<file path="src/vga_pkg.sv">
package vga_pkg;

  // counter and colour widths
  localparam int cnt_w = 11;
  localparam int rgb_w = 12;

  // 800x600 at 40 MHz pixel clock, 1056x628 total
  localparam logic [cnt_w-1:0] hor_pixels  = 11'd800;
  localparam logic [cnt_w-1:0] hor_total   = 11'd1056;
  localparam logic [cnt_w-1:0] hsync_start = 11'd840;
  localparam logic [cnt_w-1:0] hsync_end   = 11'd968;

  localparam logic [cnt_w-1:0] ver_pixels  = 11'd600;
  localparam logic [cnt_w-1:0] ver_total   = 11'd628;
  localparam logic [cnt_w-1:0] vsync_start = 11'd601;
  localparam logic [cnt_w-1:0] vsync_end   = 11'd605;

  // scene geometry, goalkeeper's view
  localparam logic [cnt_w-1:0] grass_top = 11'd300;

  // outer columns of the two posts
  localparam logic [cnt_w-1:0] post_left    = 11'd200;
  localparam logic [cnt_w-1:0] post_right   = 11'd600;
  localparam logic [cnt_w-1:0] post_width   = 11'd12;
  localparam logic [cnt_w-1:0] crossbar_top = 11'd120;

  localparam logic [cnt_w-1:0] goal_line_top    = 11'd290;
  localparam logic [cnt_w-1:0] goal_line_bottom = 11'd296;
  localparam logic [cnt_w-1:0] six_yard_top     = 11'd400;
  localparam logic [cnt_w-1:0] six_yard_bottom  = 11'd403;

  // penalty spot is a square around its centre
  localparam logic [cnt_w-1:0] spot_x    = 11'd400;
  localparam logic [cnt_w-1:0] spot_y    = 11'd450;
  localparam logic [cnt_w-1:0] spot_half = 11'd8;

  // net grid, pitch must stay a power of two
  localparam logic [cnt_w-1:0] net_pitch = 11'd16;
  localparam int               net_shift = $clog2(net_pitch);

  // goal opening, inside the posts and below the crossbar
  localparam logic [cnt_w-1:0] net_left  = post_left + post_width;
  localparam logic [cnt_w-1:0] net_right = post_right - post_width;
  localparam logic [cnt_w-1:0] net_top   = crossbar_top + post_width;

  localparam logic [cnt_w-1:0] ball_size = 11'd16;

  // 12-bit rgb colours
  localparam logic [rgb_w-1:0] black = 12'h000;
  localparam logic [rgb_w-1:0] sky   = 12'h4AF;
  localparam logic [rgb_w-1:0] grass = 12'h3A3;
  localparam logic [rgb_w-1:0] post  = 12'hCCC;
  localparam logic [rgb_w-1:0] net   = 12'hFFF;
  localparam logic [rgb_w-1:0] line  = 12'hEEE;
  localparam logic [rgb_w-1:0] ball  = 12'hF80;

  // timing of one pixel slot
  typedef struct packed {
    logic [cnt_w-1:0] hcount;
    logic [cnt_w-1:0] vcount;
    logic             hsync;
    logic             vsync;
    logic             hblnk;
    logic             vblnk;
  } timing_t;

  // timing plus the colour drawn so far
  typedef struct packed {
    timing_t          tim;
    logic [rgb_w-1:0] rgb;
  } pixel_t;

endpackage

</file>
<file path="src/draw_background.sv">
`timescale 1ns/1ns

module draw_background (
  input  logic             clk,
  input  logic             rst,
  input  vga_pkg::timing_t tim,
  output vga_pkg::pixel_t  pix
);

  logic [vga_pkg::rgb_w-1:0] rgb_nxt;

  // offsets into the net grid
  logic [vga_pkg::cnt_w-1:0] net_dx;
  logic [vga_pkg::cnt_w-1:0] net_dy;

  logic blank;
  logic in_left_post;
  logic in_right_post;
  logic in_crossbar;
  logic in_frame;
  logic in_opening;
  logic in_net;
  logic on_goal_line;
  logic on_six_yard;
  logic on_spot;
  logic in_grass;

  assign blank = tim.hblnk || tim.vblnk;

  // posts run from the crossbar top down to the goal line
  assign in_left_post  = (tim.hcount >= vga_pkg::post_left) &&
                         (tim.hcount <  vga_pkg::net_left) &&
                         (tim.vcount >= vga_pkg::crossbar_top) &&
                         (tim.vcount <  vga_pkg::goal_line_bottom);

  // right post band ends on its outer column
  assign in_right_post = (tim.hcount >  vga_pkg::net_right) &&
                         (tim.hcount <= vga_pkg::post_right) &&
                         (tim.vcount >= vga_pkg::crossbar_top) &&
                         (tim.vcount <  vga_pkg::goal_line_bottom);

  assign in_crossbar   = (tim.hcount >= vga_pkg::post_left) &&
                         (tim.hcount <= vga_pkg::post_right) &&
                         (tim.vcount >= vga_pkg::crossbar_top) &&
                         (tim.vcount <  vga_pkg::net_top);

  assign in_frame = in_left_post || in_right_post || in_crossbar;

  assign in_opening = (tim.hcount >= vga_pkg::net_left) &&
                      (tim.hcount <= vga_pkg::net_right) &&
                      (tim.vcount >= vga_pkg::net_top) &&
                      (tim.vcount <  vga_pkg::goal_line_top);

  assign net_dx = tim.hcount - vga_pkg::post_left;
  assign net_dy = tim.vcount - vga_pkg::crossbar_top;

  // pitch is a power of two, so the modulo is just the low bits
  assign in_net = in_opening &&
                  ((net_dx[vga_pkg::net_shift-1:0] == '0) ||
                   (net_dy[vga_pkg::net_shift-1:0] == '0));

  assign on_goal_line = (tim.vcount >= vga_pkg::goal_line_top) &&
                        (tim.vcount <  vga_pkg::goal_line_bottom);
  assign on_six_yard  = (tim.vcount >= vga_pkg::six_yard_top) &&
                        (tim.vcount <  vga_pkg::six_yard_bottom);

  assign on_spot = (tim.hcount >= vga_pkg::spot_x - vga_pkg::spot_half) &&
                   (tim.hcount <  vga_pkg::spot_x + vga_pkg::spot_half) &&
                   (tim.vcount >= vga_pkg::spot_y - vga_pkg::spot_half) &&
                   (tim.vcount <  vga_pkg::spot_y + vga_pkg::spot_half);

  assign in_grass = (tim.vcount >= vga_pkg::grass_top);

  // colour by priority, frame over net over lines over ground
  always_comb begin
    if (blank) begin
      rgb_nxt = vga_pkg::black;
    end else if (in_frame) begin
      rgb_nxt = vga_pkg::post;
    end else if (in_net) begin
      rgb_nxt = vga_pkg::net;
    end else if (on_goal_line || on_six_yard || on_spot) begin
      rgb_nxt = vga_pkg::line;
    end else if (in_grass) begin
      rgb_nxt = vga_pkg::grass;
    end else begin
      rgb_nxt = vga_pkg::sky;
    end
  end

  // timing passes through unchanged, one cycle late
  always_ff @(posedge clk) begin
    if (rst) begin
      pix <= '0;
    end else begin
      pix.tim <= tim;
      pix.rgb <= rgb_nxt;
    end
  end

endmodule

</file>
<file path="src/draw_ball.sv">
`timescale 1ns/1ns

module draw_ball (
  input  logic                      clk,
  input  logic                      rst,
  input  vga_pkg::pixel_t           pix_in,
  input  logic [vga_pkg::cnt_w-1:0] ball_x,
  input  logic [vga_pkg::cnt_w-1:0] ball_y,
  output vga_pkg::pixel_t           pix
);

  // corner held steady for a whole frame
  logic [vga_pkg::cnt_w-1:0] ball_x_q;
  logic [vga_pkg::cnt_w-1:0] ball_y_q;

  logic [vga_pkg::cnt_w-1:0] dx;
  logic [vga_pkg::cnt_w-1:0] dy;
  logic                      frame_start;
  logic                      in_ball;
  logic                      blank;

  // first pixel of the first blanking line
  assign frame_start = (pix_in.tim.hcount == '0) &&
                       (pix_in.tim.vcount == vga_pkg::ver_pixels);

  always_ff @(posedge clk) begin
    if (rst) begin
      ball_x_q <= '0;
      ball_y_q <= '0;
    end else if (frame_start) begin
      ball_x_q <= ball_x;
      ball_y_q <= ball_y;
    end
  end

  // offsets from the corner, compared without overflow
  assign dx = pix_in.tim.hcount - ball_x_q;
  assign dy = pix_in.tim.vcount - ball_y_q;

  assign blank = pix_in.tim.hblnk || pix_in.tim.vblnk;

  assign in_ball = !blank &&
                   (pix_in.tim.hcount >= ball_x_q) && (dx < vga_pkg::ball_size) &&
                   (pix_in.tim.vcount >= ball_y_q) && (dy < vga_pkg::ball_size);

  always_ff @(posedge clk) begin
    if (rst) begin
      pix <= '0;
    end else begin
      pix.tim <= pix_in.tim;
      if (in_ball) begin
        pix.rgb <= vga_pkg::ball;
      end else begin
        pix.rgb <= pix_in.rgb;
      end
    end
  end

endmodule

</file>
<file path="src/goal_view_top.sv">
`timescale 1ns/1ns

module goal_view_top (
  input  logic                      clk,
  input  logic                      rst,
  input  logic [vga_pkg::cnt_w-1:0] ball_x,
  input  logic [vga_pkg::cnt_w-1:0] ball_y,
  output vga_pkg::pixel_t           vga
);

  // counts from the generator
  vga_pkg::timing_t tim;

  // scene without the ball
  vga_pkg::pixel_t bg_pix;

  vga_timing u_vga_timing (
    .clk (clk),
    .rst (rst),
    .tim (tim)
  );

  draw_background u_draw_background (
    .clk (clk),
    .rst (rst),
    .tim (tim),
    .pix (bg_pix)
  );

  // ball goes on top, two cycles after the counts
  draw_ball u_draw_ball (
    .clk    (clk),
    .rst    (rst),
    .pix_in (bg_pix),
    .ball_x (ball_x),
    .ball_y (ball_y),
    .pix    (vga)
  );

endmodule

</file>
<file path="src/vga_timing.sv">
`timescale 1ns/1ns

module vga_timing (
  input  logic             clk,
  input  logic             rst,
  output vga_pkg::timing_t tim
);

  logic [vga_pkg::cnt_w-1:0] hcount_nxt;
  logic [vga_pkg::cnt_w-1:0] vcount_nxt;
  logic                      line_end;
  vga_pkg::timing_t          tim_nxt;

  assign line_end = (tim.hcount == vga_pkg::hor_total - 11'd1);

  // pixel counter wraps at the end of each line
  always_comb begin
    if (line_end) begin
      hcount_nxt = '0;
    end else begin
      hcount_nxt = tim.hcount + 11'd1;
    end
  end

  // line counter steps once per line
  always_comb begin
    vcount_nxt = tim.vcount;
    if (line_end) begin
      if (tim.vcount == vga_pkg::ver_total - 11'd1) begin
        vcount_nxt = '0;
      end else begin
        vcount_nxt = tim.vcount + 11'd1;
      end
    end
  end

  // flags from the next counts so they line up with the registered counts
  always_comb begin
    tim_nxt.hcount = hcount_nxt;
    tim_nxt.vcount = vcount_nxt;
    tim_nxt.hsync  = (hcount_nxt >= vga_pkg::hsync_start) &&
                     (hcount_nxt <  vga_pkg::hsync_end);
    tim_nxt.vsync  = (vcount_nxt >= vga_pkg::vsync_start) &&
                     (vcount_nxt <  vga_pkg::vsync_end);
    tim_nxt.hblnk  = (hcount_nxt >= vga_pkg::hor_pixels);
    tim_nxt.vblnk  = (vcount_nxt >= vga_pkg::ver_pixels);
  end

  always_ff @(posedge clk) begin
    if (rst) begin
      tim <= '0;
    end else begin
      tim <= tim_nxt;
    end
  end

endmodule

</file>
<file path="config.mk">
export PLATFORM = sky130hd
export DESIGN_NAME = goal_view_top
export DESIGN_NICKNAME = d
export VERILOG_FILES = /design/src/vga_pkg.sv /design/src/draw_background.sv /design/src/draw_ball.sv /design/src/goal_view_top.sv /design/src/vga_timing.sv
export SDC_FILE = /design/constraint.sdc
export NUM_CORES = 1
export LEC_CHECK = 0
export BUFFER_PORTS_ARGS = -buffer_cell sky130_fd_sc_hd__buf_2
export CAP_MARGIN = 40
export CORE_UTILIZATION = 63
export DETAILED_ROUTE_END_ITERATION = 10
export PLACE_DENSITY = 0.85
export SLEW_MARGIN = 20
export SYNTH_ARGS = -nofsm -noshare
export SYNTH_HDL_FRONTEND = slang
export SYNTH_SLANG_ARGS = --single-unit
</file>
<file path="constraint.sdc">
create_clock -name clk -period 4.5 [get_ports clk]
set_clock_uncertainty 0.1 [all_clocks]
set_input_delay 0.45 -clock clk [delete_from_list [all_inputs] [get_ports clk]]
set_output_delay 0.45 -clock clk [all_outputs]
set_load 0.01 [all_outputs]
</file>
# After elaboration in Yosys (flattened, before gate mapping)
# Cells that the tools add are included.
totals:
  inputBits: 24
  out_inout_bits: 38
  wordCells: 109
  ff_bits: 124
op_classes:
  eq_ne: 3
  reduce_logical: 39
  n_lt_le_gt_ge: 29
  n_addsub: 6
  mux: 8
ops:
  columns: ["op", "n"]
  rows:
  - [">= comparator 11 x 9 -> 1 bit (second input constant)", 5]
  - ["less-than comparator 11 x 9 -> 1 bit (second input constant)", 5]
  - ["2-to-1 mux 12 bit", 4]
  - [">= comparator 11 x 10 -> 1 bit (second input constant)", 4]
  - ["2-to-1 mux 11 bit", 4]
  - [">= comparator 11 x 8 -> 1 bit (second input constant)", 3]
  - ["logical AND 1 bit", 25]
  - ["adder 11 x 1 -> 11 bit (second input constant)", 2]
  - ["equality test 11 x 10 -> 1 bit (second input constant)", 2]
  - [">= comparator 11 bit", 2]
  - ["<= comparator 11 x 10 -> 1 bit (second input constant)", 2]
  - ["less-than comparator 11 x 10 -> 1 bit (second input constant)", 2]
  - ["less-than comparator 11 x 5 -> 1 bit (second input constant)", 2]
  - ["less-than comparator 11 x 8 -> 1 bit (second input constant)", 2]
  - ["subtractor 11 bit", 2]
  - ["equality test 11 bit (second input constant)", 1]
  - [">= comparator 11 x 7 -> 1 bit (second input constant)", 1]
  - ["> comparator 11 x 10 -> 1 bit (second input constant)", 1]
  - ["zero test 11 bit", 1]
  - ["zero test 4 bit", 2]
  - ["subtractor 4 bit (second input constant)", 2]
  - ["logical OR 1 bit", 7]
  - ["OR reduction 2 bit", 2]
  - ["OR reduction 3 bit", 1]
  - ["zero test 1 bit", 1]

# Depth between registers and ports, before layout
# Gate-level depths: netlist of the first run.
logic_depth:
  ltp_word: 8
  depth_mapped: 10
  mapped_depth_nobuf: 9

# Modules after synthesis
# From an unflattened synthesis of the first run, not the netlist that was laid out.
hier_totals:
  cells_unflattened: 659
  area_unflattened_um2: 5921.9
modules_own_cells:
  columns: ["mod", "instances", "seq_area_each_um2", "area_each_um2", "cells_per_inst"]
  rows:
  - ["draw_ball", 1, 1201.2, 2994.1, 326]
  - ["vga_timing", 1, 520.5, 1559.0, 189]
  - ["draw_background", 1, 680.7, 1368.8, 144]

# Worst setup path after synthesis of the first run
# OpenSTA, ideal clock, no wires.
synth_timing:
  path_kind: "reg-to-reg"
  from: "register u_draw_ball.ball_x_q[8] (netlist bit)"
  to: "register u_draw_ball.pix[10] (netlist bit)"
  path_slack_ps: 2107
  period_less_slack_ps: 2393
  path_buffers: 1
  required_ps: 4330
  t_arrival_ps: 2224
  stages_incl_launch_ff: 11
  setup_ps: 70
  cell_sequence: "dfxtp_1 -> inv_1 -> ha_1 -> clkbuf_2 -> nand2_1 -> a2111o_1 -> a31oi_2 -> o32a_2 -> nand4_2 -> or4_4 -> o21ai_1"
synth_between:
  elab_chain_cells: 6
  word_cells_on_any_way: 8
  cone_classes: "1 x add/sub; 2 x order compare; 1 x mux; 4 x reduce/logical"
synth_lines:
  columns: ["element", "line", "rtl"]
  rows:
  - ["start: declaration", "draw_ball.sv:13", "logic [vga_pkg::cnt_w-1:0] ball_x_q;"]
  - ["start signal: assignment", "draw_ball.sv:31", "ball_x_q <= ball_x;"]
  - ["subtractor 11 bit or >= comparator 11 bit (tied branches)", "draw_ball.sv:37, draw_ball.sv:43", null]
  - ["less-than comparator 11 x 5 -> 1 bit or logical AND 1 bit (tied branches)", "draw_ball.sv:43, draw_ball.sv:42", null]
  - ["logical AND 1 bit * (2 in series)", "draw_ball.sv:43", "(pix_in.tim.hcount >= ball_x_q) && (dx < vga_pkg::ball_size) &&"]
  - ["logical AND 1 bit *", "draw_ball.sv:44", "(pix_in.tim.vcount >= ball_y_q) && (dy < vga_pkg::ball_size);"]
  - ["2-to-1 mux 12 bit *", "draw_ball.sv:51", "if (in_ball) begin"]
  - ["end: declaration", "draw_ball.sv:9", "output vga_pkg::pixel_t pix"]
# Mark *: on every way between the ends. The rest lies on a longest branch, timed or not.
# A chain may end at the register's enable or synchronous reset.

# Worst setup path in the final report of the first run
layout_timing:
  from: "register, netlist name u_vga_timing.tim[15]"
  to: "register, netlist name u_vga_timing.tim[0]"
layout_between:
  elab_chain_cells: 3
layout_lines:
  columns: ["element", "line", "rtl"]
  rows:
  - ["equality test 11 bit", "vga_timing.sv:14", "assign line_end = (tim.hcount == vga_pkg::hor_total - 11'd1);"]
  - ["2-to-1 mux 11 bit", "vga_timing.sv:28", "if (line_end) begin"]
  - [">= comparator 11 x 10 -> 1 bit", "vga_timing.sv:46", "tim_nxt.vblnk = (vcount_nxt >= vga_pkg::ver_pixels);"]
# No other way between the ends.

==> summary.txt, run 1 <==
Run status
  • Status: finished clean

Routing
  • Drt initial violations: between 200 and 300
  • Total number of vias: between 4000 and 5000
  • DR vias/cell: slightly below 6
  • Drt drc: 0
  • Total Wirelength: 14.3 mm
  • Drt wl/cell: around 17 um
  • Post-route ant nets: 0
  • DRT Pass-1 Iters: 5

Logic synthesis
  • Avg Inst Size Synth: roughly 8.7 sq um
  • Share of Yosys cell area claimed by the top area cell type: about two fifths
  • Synth Register Bits: between 100 and 150
  • Syn Nets: roughly 700
  • Yosys top cell by area: dfxtp_1
  • Synth Instances: between 600 and 700
  • Number of synthesized flops with an enable pin: 0
  • Synth cell types: between 60 and 70
  • Post-Syn Area: 5720 sq um
  • Most common flop cell mapped by yosys: dfxtp_1
  • Synth Warn #: 0
  • Synth top area cells: dfxtp_1 (41%), ha_1 (5.7%), nor2b_1 (5.0%)
  • Async SR Flop Fraction: 0%
  • Seq/Total Area, Yosys: 41.3%

Pwr
  • Clk pwr share: ~54%
  • Sw Ratio: 21.9%
  • Pwr/cell area: 390 nW/um^2
  • P_int: slightly above 2000 uW
  • Worst ir drop on vdd: around 0.26 mV
  • Leakage: 0.00272 uW
  • Sequential share of power: approximately two fifths
  • Comb pwr share: around 4.3%
  • Sw Pwr: about 570 uW

GRT
  • Pin count of the biggest net entering global routing: 42
  • Gr usage total: 30.9%
  • Grt total ovfl: 0
  • First-pass GRT wire length: roughly 23 mm
  • Initial antenna violation count: 0
  • Vias in the first global route: 4773

Final layout
  • Share of cells above drive strength 1: approximately 15%
  • Non-filler instance count after layout: around 830
  • Area grow syn2layout: 16.5%
  • Nets: 755
  • # fillers: approximately 650
  • Antenna diodes: 0

Clock network
  • CTS Root Buffer Type: clkbuf_8
  • Worst-case clock buffer depth: 2
  • Worst-Skew Late Latency: between 0.5 and 0.6 ns
  • TritonCTS clock tree: built
  • Post-CTS Setup Inserts: 0
  • CTS buffer count: 17
  • Sink Count: 118
  • Clock slew at reported path FFs: 0.06 ns
  • Hold_buf cts: 0
  • Htree depth: 4
  • Resize count post-CTS: 0

Critical path
  • WP data required: around 4.8 ns
  • CP Cell Sequence: ha_1 > and4_1 > nand3_2 > nor4_4 > nand4_1 > a21o_1 > a211o_1 > o221ai_1
  • Kind of critical path: reg -> reg
  • Crit path capture type: flop
  • Critical Path Slowest Stage Cell: nor4_4
  • Critical Path AT: 3.16 ns
  • Critical Path Max Stage Delay: approximately 0.50 ns
  • Crit path buffers/inverters: 0
  • CP startpoint kind: flop
  • Maximum fanout along the worst path: 13
  • CP delay by family, top: simple AND/OR/NAND/NOR gates

STA
  • Final setup violation count: 0
  • TNS Setup: 0 ns
  • RSZ-0062 raised after global routing: no
  • Final Max Slew Viols: 0
  • Hold Fails Final Rpt: 0
  • Normalized max-slew margin: 52.0%
  • Slew @ Worst Pin: slightly above 0.7 ns
  • Post-route minimum period: about 2.8 ns
  • Fmax: roughly 350 MHz
  • Final worst path period share: 63.0%

Floorplan
  • Die W: 97.3 um
  • Initial Util: between 60% and 70%
  • # rows: 34
  • Core ar.: around 9000 sq um
  • Die Height: just under 100 um
  • DIE AREA: about 9500 sq um
  • I/O Pins: 62

Place
  • Cells after DPL: approximately 800
  • RD Place Congestion: 1.01
  • Count of input and output buffers: around 60
  • Final HPWL from detailed placement: between 9 and 10 mm

Worst hold path
  • Worst Hold Class: in -> reg

Flow run
  • Max Cap Violations: 0
-- worst register-to-register path, stage by stage (launching register included) --
cell and delay [ns]:
dfxtp_1 0.42, ha_1 0.32, and4_1 0.39, nand3_2 0.33, nor4_4 0.50, nand4_1 0.16, a21o_1 0.24, a211o_1 0.22
o221ai_1 0.07
-- metrics by stage --
stage	instance area, sq um	power, uW	utilization, %	hold slack (ns)	setup slack (ns)
after floorplan	5720	1170	-	0.312	2.11
after global placement	6030	1200	68.8	0.320	1.85
after detailed placement	6030	1200	68.8	0.334	1.81
after CTS	6660	2620	76.0	0.0609	1.70
after global routing	6660	2670	76.0	0.0760	1.50
final	6660	2600	76.0	0.0729	1.67
-- area by class of cell --
| cell class | count | area [sq um] | area share, % |
|---|---|---|---|
| tap | 108 | 135 | 2.03 |
| clock inverter | 13 | 195 | 2.93 |
| multi-input combinational | 452 | 3010 | 45.2 |
| sequential | 118 | 2360 | 35.5 |
| inverter | 52 | 195 | 2.93 |
| clock buffer | 19 | 432 | 6.48 |
| timing repair buffer | 64 | 328 | 4.92 |
-- cells in the final DEF, fill, tap and decap left out, types with 4 or more instances in the layout --
cell and count:
nand3_1 20, mux2i_1 24, o21ai_0 30, xnor2_1 12, o31a_1 4, and3_1 5
o22ai_1 6, inv_1 52, clkbuf_16 16, nor4_1 6, o221ai_1 4, buf_2 61
nor2_1 67, bufinv_16 4, and2_1 4, nand2_1 29, dfxtp_1 118, or3_1 6
nand4_1 15, ha_1 26, a21o_1 7, nor2b_1 46, a21oi_1 30, a31oi_1 6
xor2_1 6, nand2b_1 11, a211oi_1 6, clkinv_4 4, nor3_1 19
-- cell families (layout without fill, tap and decap cells) --
| family | Yosys count | in the layout | synth area share (%) |
|---|---|---|---|
| flops | 118 | 118 | 41.3 |
| buf+inv | 89 | 148 | 6.15 |
| fa+ha+maj | 26 | 26 | 5.69 |
| mux | 25 | 25 | 4.40 |
| simple gates | 249 | 249 | 23.8 |
| xor+xnor | 18 | 18 | 2.76 |
| compound gates | 134 | 134 | 15.8 |
-- power groups by stage --
stage	sequential (uW)	clock [uW]	combinational, uW
floorplan	1100	0	67.8
global placement	1100	0	108
detailed placement	1100	0	109
CTS	1070	1430	111
global route	1070	1480	122
finish	1070	1410	111
-- flip-flops by register name, summed over array words and instances, names as in the netlist --
signal,count
u_draw_background.pix,34
u_draw_ball.ball_x_q,11
u_draw_ball.ball_y_q,11
u_draw_ball.pix,36
u_vga_timing.tim,26
-- routing by layer --
layer | GRT usage (%) | vias to the layer above | share of wire, %
li1 | - | 2411 | -
met1 | 38.0 | 2266 | 43
met2 | 52.8 | 178 | 50
met3 | 5.68 | 37 | 4.7
met4 | 13.3 | 0 | 2.9
met5 | 0 | - | 0
-- Yosys cell counts, types with 3 or more instances --
cell      count
o21a_1        3
ha_1         26
a21o_1        7
nor2b_1      46
o221ai_1      4
and3_1        5
a21boi_0      3
clkbuf_1     25
a21oi_1      30
and2_1        4
inv_1        52
mux2i_1      24
nor3_1       19
o311ai_0      3
xor2_1        6
o21ai_0      30
nand2_1      29
nand2b_1     11
nand3_1      20
nand3b_1      3
o31a_1        4
a22oi_1       3
a31oi_1       6
nor4_1        6
xnor2_1      12
or3_1         6
o22ai_1       6
dfxtp_1     118
a211oi_1      6
nor2_1       67
nand4_1      15
buf_2         7
-- worst paths after layout --
| kind | startpoint | to | slack [ns] | depth (start not counted) |
|---|---|---|---|---|
| worst max-delay path | u_vga_timing.tim[15] | u_vga_timing.tim[0] | 1.67 | 8 |
| worst min-delay path | ball_y[4] | u_draw_ball.ball_y_q[4] | 0.07 | 3 |
| worst max register to register | u_vga_timing.tim[15] | u_vga_timing.tim[0] | 1.67 | 8 |
| worst min register to register | u_vga_timing.tim[3] | u_draw_background.pix[15] | 0.34 | 1 |
Note: power is estimated with default switching activity, not from simulation.
==> run 2: changes to the inputs <==
Settings changed: CORE_UTILIZATION 63 to 53, PLACE_DENSITY 0.85 to 0.76.
Clock period 4.5 ns to 2.5 ns, I/O delays scaled along.
==> summary.txt, run 2 (synthesis gave the netlist of run 1 again) <==
Run status
  • Status: finished clean

Floorplan
  • I/O Pins: 62
  • DIE AREA: 11200 sq um
  • Die Height: about 110 um
  • Core ar.: between 10000 and 15000 sq um
  • Initial Util: a little under three fifths
  • # rows: 37
  • Die W: roughly 110 um

Worst hold path
  • Hold EP: u_draw_ball.pix[0]
  • HP Start: u_draw_background.pix[0]
  • Hold Path Depth: 2
  • Worst Hold Class: reg -> reg

Clock network
  • Sink Count: about 120
  • Worst-case clock buffer depth: 2
  • TritonCTS clock tree: built
  • CTS buffer count: 17
  • Worst-Skew Late Latency: 0.53 ns
  • CTS Root Buffer Type: clkbuf_8
  • Htree depth: 4
  • Clock slew at reported path FFs: about 0.06 ns

Critical path
  • Worst reg-to-reg path cell count: 8
  • Crit path capture type: flop
  • CP Cell Sequence: inv_2 > ha_4 > nor2b_4 > o211ai_1 > a21oi_2 > o31a_1 > or4_4 > o21ai_2
  • WP data required: roughly 2.9 ns
  • Kind of critical path: reg -> reg
  • CP startpoint kind: flop
  • Maximum fanout along the worst path: 5
  • CP delay by family, top: compound AO/OA/AOI/OAI gates
  • Critical Path Slowest Stage Cell: or4_4
  • Crit path buffers/inverters: 1
  • Reg2reg end: u_draw_ball.pix[11]
  • R2r setup slk: ~0.025 ns
  • Critical Path AT: about 2.8 ns
  • FF-to-FF Start: u_draw_ball.ball_y_q[1]
  • Critical Path Max Stage Delay: approximately 0.61 ns

STA
  • Final setup violation count: 0
  • Post-route minimum period: 2.48 ns
  • Final Max Slew Viols: 0
  • RSZ-0062 raised after global routing: yes
  • PnR worst setup slack: between 0.02 and 0.025 ns
  • Hold Fails Final Rpt: 0
  • Final worst path period share: just under 100%
  • Normalized max-slew margin: 68.1%
  • Fin Hold WS: between 0.3 and 0.4 ns
  • TNS Setup: 0 ns
  • Slew @ Worst Pin: approximately 0.47 ns
  • Fmax: ~400 MHz

Pwr
  • Sequential share of power: 39.1%
  • Leakage: roughly 0.0032 uW
  • Total power draw: 4930 uW
  • Sw Ratio: approximately a fifth
  • Clk pwr share: 55.0%
  • Worst ir drop on vdd: between 0.5 and 0.6 mV
  • P_int: between 3000 and 4000 uW
  • Sw Pwr: between 900 and 1000 uW
  • Comb pwr share: roughly 5.8%
  • Pwr/cell area: about 640 nW/um^2

GRT
  • Gr usage total: 28.6%
  • Grt total ovfl: 0
  • First-pass GRT wire length: around 25 mm
  • Pin count of the biggest net entering global routing: between 100 and 150
  • Vias in the first global route: just over 5000
  • Initial antenna violation count: 0

Final layout
  • Most common cell after layout, fill and taps aside: dfxtp_1
  • Area grow syn2layout: 34.3%
  • Nets: 827
  • Number of flip-flops under the largest register name: 36
  • Largest regs: u_draw_ball.pix: 36 flops, u_draw_background.pix: 34 flops, u_vga_timing.tim: 26 flops
  • # fillers: about 730
  • Reg with most FFs: u_draw_ball.pix
  • Reg area: 2370 sq um
  • Antenna diodes: 0
  • Non-filler instance count after layout: roughly 900
  • Share of cells above drive strength 1: roughly a quarter
  • Area taken by multi-input logic gates: 3310 sq um
  • Most frequent cells in the layout: dfxtp_1 (108), nor2_1 (67), buf_2 (61), buf_4 (49), inv_1 (48)

Place
  • Cells after DPL: around 870
  • Pre-CTS setup slack: -0.00267 ns
  • Final HPWL from detailed placement: between 10 and 15 mm
  • RD Place Congestion: 0.902
  • Count of input and output buffers: about 60

Routing
  • Drt initial violations: roughly 300
  • Total Wirelength: 15.5 mm
  • Drt drc: 0
  • Total number of vias: about 5200
  • Drt wl/cell: around 17 um
  • DRT Pass-1 Iters: 5
  • Post-route ant nets: 0
  • DR vias/cell: around 5.7

Flow run
  • Max Cap Violations: 0
[run 2: worst max-delay path by stage]
stage / depth (start not counted) / to / start
6_report: 8 / u_draw_ball.pix[11] / u_draw_ball.ball_y_q[1]
5_1_grt: 9 / u_draw_ball.pix[11] / u_draw_ball.ball_y_q[9]
4_1_cts: 9 / u_draw_ball.pix[11] / u_draw_ball.ball_x_q[4]
3_5_place_dp: 9 / u_draw_ball.pix[10] / u_draw_ball.ball_x_q[1]
3_3_place_gp: 9 / u_draw_ball.pix[10] / u_draw_ball.ball_x_q[7]
2_1_floorplan: 10 / u_draw_ball.pix[10] / u_draw_ball.ball_x_q[8]
[run 2: metal layers]
metal | part of all wire, % | global-route usage [%]
met1 | 42 | 33.0
met2 | 50 | 48.5
met3 | 4.6 | 6.93
met4 | 3.8 | 16.1
met5 | 0 | 0
[run 2: power by group through the flow]
stage | clock network (uW) | logic, uW | registers, uW
2_1_floorplan | 0 | 122 | 1980
3_3_place_gp | 0 | 215 | 1970
3_5_place_dp | 0 | 221 | 1970
4_1_cts | 2740 | 276 | 1930
5_1_grt | 2840 | 311 | 1930
6_report | 2720 | 288 | 1930
[run 2: per-stage QoR]
stage	area, sq um	utilization [%]
floorplan	5720	-
global placement	6450	62.2
detailed placement	6450	62.2
CTS	7540	72.7
global route	7670	74.0
finish	7670	74.0
[run 2: layout make-up]
type	instances	share of cell area [%]
tap	136	2.22
clock inverter	9	2.58
sequential	118	30.9
timing repair buffer	136	12.6
clock buffer	21	5.98
multi-input combinational	452	43.2
inverter	52	2.54
[run 2: worst register-to-register path, stage by stage (launching register included)]
cell      delay, ns
dfxtp_2        0.33
inv_2          0.05
ha_4           0.22
nor2b_4        0.13
o211ai_1       0.29
a21oi_2        0.18
o31a_1         0.34
or4_4          0.61
o21ai_2        0.16
[run 2: what timing repair did]
| action | in CTS | in global routing |
|---|---|---|
| resized for setup | 35 | 27 |
| pin swaps | 16 | 16 |
| setup endpoints to repair | 5 | 12 |
| hold endpoints to repair | 25 | 0 |
| hold buffers | 23 | 0 |
| buffers inserted | 0 | 3 |
